--- config.mk ---
export PLATFORM = sky130hd
export DESIGN_NAME = lbp_top
export DESIGN_NICKNAME = d
export VERILOG_FILES = /design/src/design/lbp_pkg.sv /design/src/design/credit_tx.sv /design/src/design/lbp_bits.sv /design/src/design/lbp_top.sv /design/src/design/line_buffer.sv /design/src/design/pix_fifo.sv /design/src/design/riu2_map.sv
export SDC_FILE = /design/constraint.sdc
export NUM_CORES = 1
export LEC_CHECK = 0
export ABC_AREA = 1
export BUFFER_PORTS_ARGS = -buffer_cell sky130_fd_sc_hd__buf_2
export CAP_MARGIN = 15
export CORE_AREA = 2 2 211 317
export DETAILED_ROUTE_END_ITERATION = 7
export DIE_AREA = 0 0 213 319
export GPL_TIMING_DRIVEN = 0
export PLACE_DENSITY = 0.55
export SYNTH_ARGS = -nofsm -noshare
export SYNTH_HDL_FRONTEND = slang
export SYNTH_SLANG_ARGS = --single-unit
--- constraint.sdc ---
create_clock -name clk -period 12.3 [get_ports clk]
set_input_delay 2.46 -clock clk [delete_from_list [all_inputs] [get_ports clk]]
set_output_delay 2.46 -clock clk [all_outputs]
set_load 0.01 [all_outputs]
--- src/design/lbp_pkg.sv ---
`default_nettype none

package lbp_pkg;

  // one gray sample
  typedef logic [7:0] pixel_t;

  // 3x3 patch, neighbors counter-clockwise from east
  typedef struct packed {
    pixel_t center;
    pixel_t e;
    pixel_t ne;
    pixel_t n;
    pixel_t nw;
    pixel_t w;
    pixel_t sw;
    pixel_t s;
    pixel_t se;
  } window_t;

  // bit 0 is east, bit 7 is south-east
  typedef logic [7:0] pattern_t;

  typedef struct packed {
    pattern_t ni;
    pattern_t cd;
  } pattern_pair_t;

  // riu2 code, 0 to 9
  typedef logic [3:0] code_t;

  // output word
  typedef struct packed {
    code_t ni_code;
    code_t cd_code;
  } result_t;

  // frame sequencing in the line buffer
  typedef enum logic [1:0] {
    st_fill,
    st_run,
    st_flush
  } seq_state_t;

endpackage

`default_nettype wire

--- src/design/credit_tx.sv ---
`default_nettype none

module credit_tx #(
    parameter int CNT_W = 4
) (
    input  wire               clk,
    input  wire               rst_i,
    input  wire               credit_i,
    input  wire               valid_i,
    input  wire               last_i,
    input  lbp_pkg::result_t  res_i,
    output logic              adv_o,
    output logic              res_valid_o,
    output lbp_pkg::result_t  res_o,
    output logic              frame_done_o
);
  logic [CNT_W-1:0] credits;
  logic             send;

  // whole pipeline moves only while the sink has room
  assign adv_o = (credits != '0);
  assign send  = valid_i & adv_o;

  always_ff @(posedge clk) begin
    if (send) begin
      res_o <= res_i;
    end
  end

  always_ff @(posedge clk) begin
    if (rst_i) begin
      credits      <= '0;
      res_valid_o  <= 1'b0;
      frame_done_o <= 1'b0;
    end else begin
      res_valid_o  <= send;
      frame_done_o <= send & last_i;
      case ({credit_i, send})
        2'b10:   credits <= credits + 1'b1;
        2'b01:   credits <= credits - 1'b1;
        default: credits <= credits;
      endcase
    end
  end

endmodule

`default_nettype wire

--- src/design/lbp_bits.sv ---
`default_nettype none

module lbp_bits (
    input  wire                     clk,
    input  wire                     rst_i,
    input  wire                     adv_i,
    input  lbp_pkg::window_t        win_i,
    input  wire                     valid_i,
    input  wire                     last_i,
    output lbp_pkg::pattern_pair_t  pat_o,
    output logic                    valid_o,
    output logic                    last_o
);
  lbp_pkg::pixel_t        nb [8];
  logic [11:0]            patch_sum;
  lbp_pkg::pattern_pair_t pat_d;

  // neighbor k in pattern bit order
  assign nb = '{win_i.e, win_i.ne, win_i.n, win_i.nw, win_i.w, win_i.sw, win_i.s, win_i.se};

  always_comb begin
    patch_sum = 12'(win_i.center);
    for (int k = 0; k < 8; k++) begin
      patch_sum = patch_sum + 12'(nb[k]);
    end
    for (int k = 0; k < 8; k++) begin
      // 9*nb against the sum instead of nb against the mean
      pat_d.ni[k] = ({1'b0, nb[k], 3'b000} + 12'(nb[k])) >= patch_sum;
      pat_d.cd[k] = nb[k] >= win_i.center;
    end
  end

  always_ff @(posedge clk) begin
    if (adv_i) begin
      pat_o <= pat_d;
    end
  end

  always_ff @(posedge clk) begin
    if (rst_i) begin
      valid_o <= 1'b0;
      last_o  <= 1'b0;
    end else if (adv_i) begin
      valid_o <= valid_i;
      last_o  <= last_i;
    end
  end

endmodule

`default_nettype wire

--- src/design/lbp_top.sv ---
`default_nettype none

module lbp_top #(
    parameter int COLS       = 16,
    parameter int ROWS       = 12,
    parameter int FIFO_DEPTH = 8,
    parameter int CNT_W      = 4
) (
    input  wire               clk,
    input  wire               rst_i,
    input  wire               pix_valid_i,
    input  lbp_pkg::pixel_t   pix_i,
    output logic              pix_credit_o,
    input  wire               res_credit_i,
    output logic              res_valid_o,
    output lbp_pkg::result_t  res_o,
    output logic              frame_done_o
);
  logic                   adv;
  lbp_pkg::pixel_t        fifo_data;
  logic                   fifo_not_empty;
  lbp_pkg::window_t       win;
  logic                   win_valid;
  logic                   win_last;
  lbp_pkg::pattern_pair_t pat;
  logic                   pat_valid;
  logic                   pat_last;
  lbp_pkg::result_t       codes;
  logic                   codes_valid;
  logic                   codes_last;

  // head of queue is popped on every advancing cycle
  pix_fifo #(
      .FIFO_DEPTH(FIFO_DEPTH)
  ) u_pix_fifo (
      .clk(clk),
      .rst_i(rst_i),
      .push_i(pix_valid_i),
      .data_i(pix_i),
      .pop_i(adv),
      .data_o(fifo_data),
      .not_empty_o(fifo_not_empty),
      .credit_o(pix_credit_o)
  );

  line_buffer #(
      .COLS(COLS),
      .ROWS(ROWS)
  ) u_line_buffer (
      .clk(clk),
      .rst_i(rst_i),
      .adv_i(adv),
      .pix_valid_i(fifo_not_empty),
      .pix_i(fifo_data),
      .win_o(win),
      .win_valid_o(win_valid),
      .last_o(win_last)
  );

  lbp_bits u_lbp_bits (
      .clk(clk),
      .rst_i(rst_i),
      .adv_i(adv),
      .win_i(win),
      .valid_i(win_valid),
      .last_i(win_last),
      .pat_o(pat),
      .valid_o(pat_valid),
      .last_o(pat_last)
  );

  riu2_map u_riu2_map (
      .clk(clk),
      .rst_i(rst_i),
      .adv_i(adv),
      .pat_i(pat),
      .valid_i(pat_valid),
      .last_i(pat_last),
      .res_o(codes),
      .valid_o(codes_valid),
      .last_o(codes_last)
  );

  credit_tx #(
      .CNT_W(CNT_W)
  ) u_credit_tx (
      .clk(clk),
      .rst_i(rst_i),
      .credit_i(res_credit_i),
      .valid_i(codes_valid),
      .last_i(codes_last),
      .res_i(codes),
      .adv_o(adv),
      .res_valid_o(res_valid_o),
      .res_o(res_o),
      .frame_done_o(frame_done_o)
  );

endmodule

`default_nettype wire

--- src/design/line_buffer.sv ---
`default_nettype none

module line_buffer #(
    parameter int COLS = 16,
    parameter int ROWS = 12
) (
    input  wire               clk,
    input  wire               rst_i,
    input  wire               adv_i,
    input  wire               pix_valid_i,
    input  lbp_pkg::pixel_t   pix_i,
    output lbp_pkg::window_t  win_o,
    output logic              win_valid_o,
    output logic              last_o
);
  localparam int COL_W = $clog2(COLS);
  localparam int ROW_W = $clog2(ROWS + 1);

  // row r-1 and row r-2 at the current column
  lbp_pkg::pixel_t line1 [COLS];
  lbp_pkg::pixel_t line2 [COLS];

  logic [COL_W-1:0]    col;
  logic [ROW_W-1:0]    row;
  lbp_pkg::seq_state_t state;
  logic                take;
  logic                interior;
  logic                frame_end;

  assign take      = adv_i & pix_valid_i;
  // centers sit one row up and one column left of the incoming pixel
  assign interior  = (state == lbp_pkg::st_run) && (col >= COL_W'(2));
  assign frame_end = (row == ROW_W'(ROWS - 1)) && (col == COL_W'(COLS - 1));

  // row memories and window shift
  always_ff @(posedge clk) begin
    if (take) begin
      line2[col] <= line1[col];
      line1[col] <= pix_i;
      win_o.nw     <= win_o.n;
      win_o.n      <= win_o.ne;
      win_o.ne     <= line2[col];
      win_o.w      <= win_o.center;
      win_o.center <= win_o.e;
      win_o.e      <= line1[col];
      win_o.sw     <= win_o.s;
      win_o.s      <= win_o.se;
      win_o.se     <= pix_i;
    end
  end

  always_ff @(posedge clk) begin
    if (rst_i) begin
      col         <= '0;
      row         <= '0;
      state       <= lbp_pkg::st_fill;
      win_valid_o <= 1'b0;
      last_o      <= 1'b0;
    end else if (adv_i) begin
      win_valid_o <= take & interior;
      last_o      <= take & interior & frame_end;
      if (take) begin
        if (col == COL_W'(COLS - 1)) begin
          col <= '0;
          row <= row + 1'b1;
        end else begin
          col <= col + 1'b1;
        end
      end
      case (state)
        lbp_pkg::st_fill: begin
          // two full rows stored
          if (take && row == ROW_W'(1) && col == COL_W'(COLS - 1)) begin
            state <= lbp_pkg::st_run;
          end
        end
        lbp_pkg::st_run: begin
          if (take && frame_end) begin
            state <= lbp_pkg::st_flush;
          end
        end
        default: begin
          // next frame counts rows from zero again
          row   <= '0;
          state <= lbp_pkg::st_fill;
        end
      endcase
    end
  end

endmodule

`default_nettype wire

--- src/design/pix_fifo.sv ---
`default_nettype none

module pix_fifo #(
    parameter int FIFO_DEPTH = 8
) (
    input  wire              clk,
    input  wire              rst_i,
    input  wire              push_i,
    input  lbp_pkg::pixel_t  data_i,
    input  wire              pop_i,
    output lbp_pkg::pixel_t  data_o,
    output logic             not_empty_o,
    output logic             credit_o
);
  localparam int PTR_W = $clog2(FIFO_DEPTH);
  localparam int CNT_W = $clog2(FIFO_DEPTH + 1);

  lbp_pkg::pixel_t mem [FIFO_DEPTH];
  logic [PTR_W-1:0] wr_ptr;
  logic [PTR_W-1:0] rd_ptr;
  logic [CNT_W-1:0] count;
  logic             pop;

  // pop only when something is queued
  assign pop         = pop_i & not_empty_o;
  assign not_empty_o = (count != '0);
  assign data_o      = mem[rd_ptr];

  always_ff @(posedge clk) begin
    if (push_i) begin
      mem[wr_ptr] <= data_i;
    end
  end

  always_ff @(posedge clk) begin
    if (rst_i) begin
      wr_ptr   <= '0;
      rd_ptr   <= '0;
      count    <= '0;
      credit_o <= 1'b0;
    end else begin
      // freed slot goes back to the source next cycle
      credit_o <= pop;
      if (push_i) begin
        wr_ptr <= (wr_ptr == PTR_W'(FIFO_DEPTH - 1)) ? '0 : wr_ptr + 1'b1;
      end
      if (pop) begin
        rd_ptr <= (rd_ptr == PTR_W'(FIFO_DEPTH - 1)) ? '0 : rd_ptr + 1'b1;
      end
      case ({push_i, pop})
        2'b10:   count <= count + 1'b1;
        2'b01:   count <= count - 1'b1;
        default: count <= count;
      endcase
    end
  end

endmodule

`default_nettype wire

--- src/design/riu2_map.sv ---
`default_nettype none

module riu2_map (
    input  wire                     clk,
    input  wire                     rst_i,
    input  wire                     adv_i,
    input  lbp_pkg::pattern_pair_t  pat_i,
    input  wire                     valid_i,
    input  wire                     last_i,
    output lbp_pkg::result_t        res_o,
    output logic                    valid_o,
    output logic                    last_o
);
  // uniform patterns map to their popcount, the rest to 9
  function automatic lbp_pkg::code_t riu2(input lbp_pkg::pattern_t p);
    logic [3:0] trans;
    logic [3:0] ones;
    trans = '0;
    ones  = '0;
    for (int k = 0; k < 8; k++) begin
      // bit 7 wraps around to bit 0
      trans = trans + 4'(p[k] ^ p[(k + 1) % 8]);
      ones  = ones + 4'(p[k]);
    end
    return (trans <= 4'd2) ? ones : 4'd9;
  endfunction

  always_ff @(posedge clk) begin
    if (adv_i) begin
      res_o.ni_code <= riu2(pat_i.ni);
      res_o.cd_code <= riu2(pat_i.cd);
    end
  end

  always_ff @(posedge clk) begin
    if (rst_i) begin
      valid_o <= 1'b0;
      last_o  <= 1'b0;
    end else if (adv_i) begin
      valid_o <= valid_i;
      last_o  <= last_i;
    end
  end

endmodule

`default_nettype wire

==> load_flow_metrics.sql <==
INSERT INTO impl_metrics (metric_group, metric, value, unit) VALUES
('synth', 'synth_top_area_share', '49.3', '%'),
('clock_network', 'cts.reportedPaths.clkPinSlew', '0.06', 'ns'),
('grt', 'first_global_vias', '18100', ''),
('finish', 'antenna_cells_inserted', '0', ''),
('setup_path', 'critPathRequiredTime', '12.57', 'ns'),
('setup_path', 'worstRegToRegCells', '24', ''),
('finish', 'ff_latch_area', '0.0135', 'mm²'),
('synth', 'synth_async_sr_flop_share', '0', '%'),
('finish', 'synthToLayoutAreaGrowth', '12.8', '%'),
('synth', 'cells_taking_the_most_area_after_synthesis', 'edfxtp_1 49%, ha_1 11%, fa_1 5.7%', ''),
('grt', 'grtUsageMet3', '2.49', '%'),
('clock_network', 'postCtsSetupRepairBufs', '0', ''),
('clock_network', 'cts_htree_levels', '2', ''),
('timing', 'max-slew-margin-rel', '28.1', '%'),
('synth', 'synth-edff-count', '424', ''),
('grt', 'globalRoute.busiestLayer', 'met2', ''),
('route', 'route.vias.total', '17700', ''),
('clock_network', 'cts_hold_repair.buffers', '0', ''),
('finish', 'fillers', '6018', ''),
('setup_path', 'crit_path_cell_trace', 'ha_1 -> inv_1 -> fa_1 -> o21ai_0 -> a21oi_1 -> o21bai_1 -> xor2_1 -> inv_1 -> fa_1 -> inv_1 -> fa_1 -> fa_1 -> fa_1 -> inv_1 -> ha_1 -> a21oi_1 -> nand3_2 -> a31oi_1 -> xor2_2 -> ha_1 -> a21oi_1 -> nor2_1 -> nor2_1 -> nand2_1', ''),
('setup_path', 'worstPathMaxFanout', '10', ''),
('floorplan', 'die-area', '0.0679', 'mm²'),
('floorplan', 'chipWidth', '213', 'µm'),
('place', 'place.gp.congestion', '0.876', ''),
('route', 'drt-total-wl', '68200', 'µm'),
('setup_path', 'worstSetupEndpointType', 'flop', ''),
('floorplan', 'initial_utilization', '39.7', '%'),
('floorplan', 'std_cell_rows', '115', ''),
('timing', 'clock.fmax', '0.131', 'GHz'),
('setup_path', 'worstSetupStartpointType', 'flop', ''),
('synth', 'yosysWarnings', '0', ''),
('clock_network', 'clk_latency', '0.60', 'ns'),
('route', 'post_drt_wl_per_cell', '20.0', 'µm'),
('synth', 'synth_seq_area_share', '52.4', '%'),
('timing', 'worst_pin_slew', '1.07', 'ns'),
('synth', 'synth.net_count', '2729', ''),
('place', 'place.detailed.hpwl', '50200', 'µm'),
('outcome', 'status', 'complete, no violations', ''),
('flow_run', 'cap_violations', '0', ''),
('setup_path', 'cp.buffers_inverters', '4', ''),
('setup_path', 'critPathKind', 'reg -> reg', ''),
('synth', 'synth_largest_area_cell', 'edfxtp_1', ''),
('clock_network', 'root_buffer', 'clkbuf_16', ''),
('worst_hold_path', 'hold_path_class', 'reg -> reg', ''),
('clock_network', 'cts_made_buffers', '46', ''),
('setup_path', 'slowest_stage_delay_cp', '0.80', 'ns'),
('setup_path', 'critical_path.most_common_cell', 'fa_1', ''),
('finish', 'multi_input_comb_area', '0.0111', 'mm²'),
('finish', 'layout.cells.most_common', 'edfxtp_1', ''),
('place', 'placed_cell_area', '0.0275', 'mm²'),
('setup_path', 'worst_path_dominant_cell_family', 'adder cells', ''),
('route', 'routed_via_density', '5.19', ''),
('grt', 'global_route.overflow_total', '0', ''),
('setup_path', 'worst_ep_arrival_time', '7.90', 'ns'),
('synth', 'post_synth_instance_area', '0.0258', 'mm²'),
('grt', 'antenna_found_initial', '1', ''),
('setup_path', 'worst-path-stages', '24', ''),
('clock_network', 'clkSinkCount', '464', ''),
('setup_path', 'slowest_stage', 'xor2_2', ''),
('finish', 'drive_above_1_share', '8.23', '%'),
('synth', 'syn_area_per_cell', '10.7', 'µm²'),
('timing', 'skew', '0.0299', 'ns'),
('grt', 'global_route_wire_length_before_repair', '105000', 'µm'),
('timing', 'finalWorstPathRequiredPeriod', '7.63', 'ns'),
('synth', 'synth_seq_cells', '464', ''),
('finish', 'finalNetCount', '2823', ''),
('timing', 'timing_max_transition_violations_final', '0', ''),
('floorplan', 'top_level_ports', '23', ''),
('synth', 'postSynthCellCount', '2410', ''),
('clock_network', 'cts_repair_resize_count', '0', ''),
('grt', 'grt.met2_usage', '37.7', '%');
area by class of cell:
type | count | share of cell area [%]
Multi-Input combinational cell | 1606 | 38.1
Inverter | 283 | 3.65
Tap cell | 877 | 3.76
Clock inverter | 28 | 1.35
Buffer | 57 | 0.858
Timing Repair Buffer | 46 | 1.55
Sequential cell | 464 | 46.4
Clock buffer | 57 | 4.31
worst reg2reg max path: cells and delay by family, from the launching register on:
kind	cells	cell delay, ns
AOI/OAI and AO/OA	6	1.31
and+or+nand+nor	4	0.54
DFF	1	0.75
adders and majority gates	8	3.48
xor gates and xnor gates	2	0.98
buffers and inverters	4	0.24
logic make-up (layout without fill, tap and decap cells):
group	Yosys count	count (layout)	synth area share, %
simple gates	746	746	12.1
flops	464	464	52.4
compound gates	451	451	9.84
buf+inv	340	471	5.08
fa+ha+maj	307	307	17.0
xor+xnor	70	70	2.37
mux	32	32	1.24
worst paths after layout:
path | to | startpoint | slack [ns]
setup / recovery | u_lbp_bits.pat_o[9] | u_line_buffer.win_o[64] | 4.67
hold / removal | u_credit_tx.res_o[6] | u_riu2_map.res_o[6] | 0.42
setup reg to reg | u_lbp_bits.pat_o[9] | u_line_buffer.win_o[64] | 4.67
hold reg to reg | u_credit_tx.res_o[6] | u_riu2_map.res_o[6] | 0.42
sequential cells by signal (all words and copies together) (netlist names), 2 cells and up, named ones only:
register             count
u_line_buffer.line1    128
u_line_buffer.line2    128
u_line_buffer.win_o     72
u_pix_fifo.mem          64
u_lbp_bits.pat_o        16
u_credit_tx.res_o        8
u_riu2_map.res_o         8
u_credit_tx.credits      4
u_line_buffer.col        4
u_line_buffer.row        4
u_pix_fifo.count         4
u_pix_fifo.rd_ptr        3
u_pix_fifo.wr_ptr        3
u_line_buffer.state      2
Yosys cell counts (4+ instances only):
cell type  instances
o2111ai_1          6
inv_2              6
o211ai_1          32
clkbuf_1          43
a211oi_1           7
dfxtp_1           40
fa_1              73
nand2_1          345
nor3_1             7
xor2_1            45
or2_2              6
buf_2              8
nand2_2           20
o21a_1             5
xnor2_1           25
nand3_2           10
o21bai_1           4
mux2i_1           32
a21oi_1          136
nor2_2             5
a21boi_0           6
o21ai_0          181
a21o_1             8
inv_1            276
nand3_1           78
edfxtp_1         424
ha_1             234
a31oi_1           16
nand4_1           20
nor2_1           248
o22ai_1           40
per-layer routing:
layer / wire (µm) / vias up
li1: - / 8559
met1: 25800 / 8618
met2: 35900 / 389
met3: 2390 / 158
met4: 4140 / 0
met5: 0 / -
per-stage QoR:
step | hold WS [ns] | setup WS [ns] | utilization, % | cells
after floorplan | 0.400 | 6.21 | - | 2410
final | 0.421 | 4.67 | 44.7 | 3418
after detailed placement | 0.406 | 4.72 | 42.2 | 3333
after global placement | 0.406 | 4.25 | 41.5 | 3308
after global routing | 0.423 | 4.23 | 44.7 | 3418
after CTS | 0.422 | 4.71 | 44.7 | 3418
Power is not shown: default switching activity piles up to over one toggle a cycle in this logic, so the estimate is an artifact.
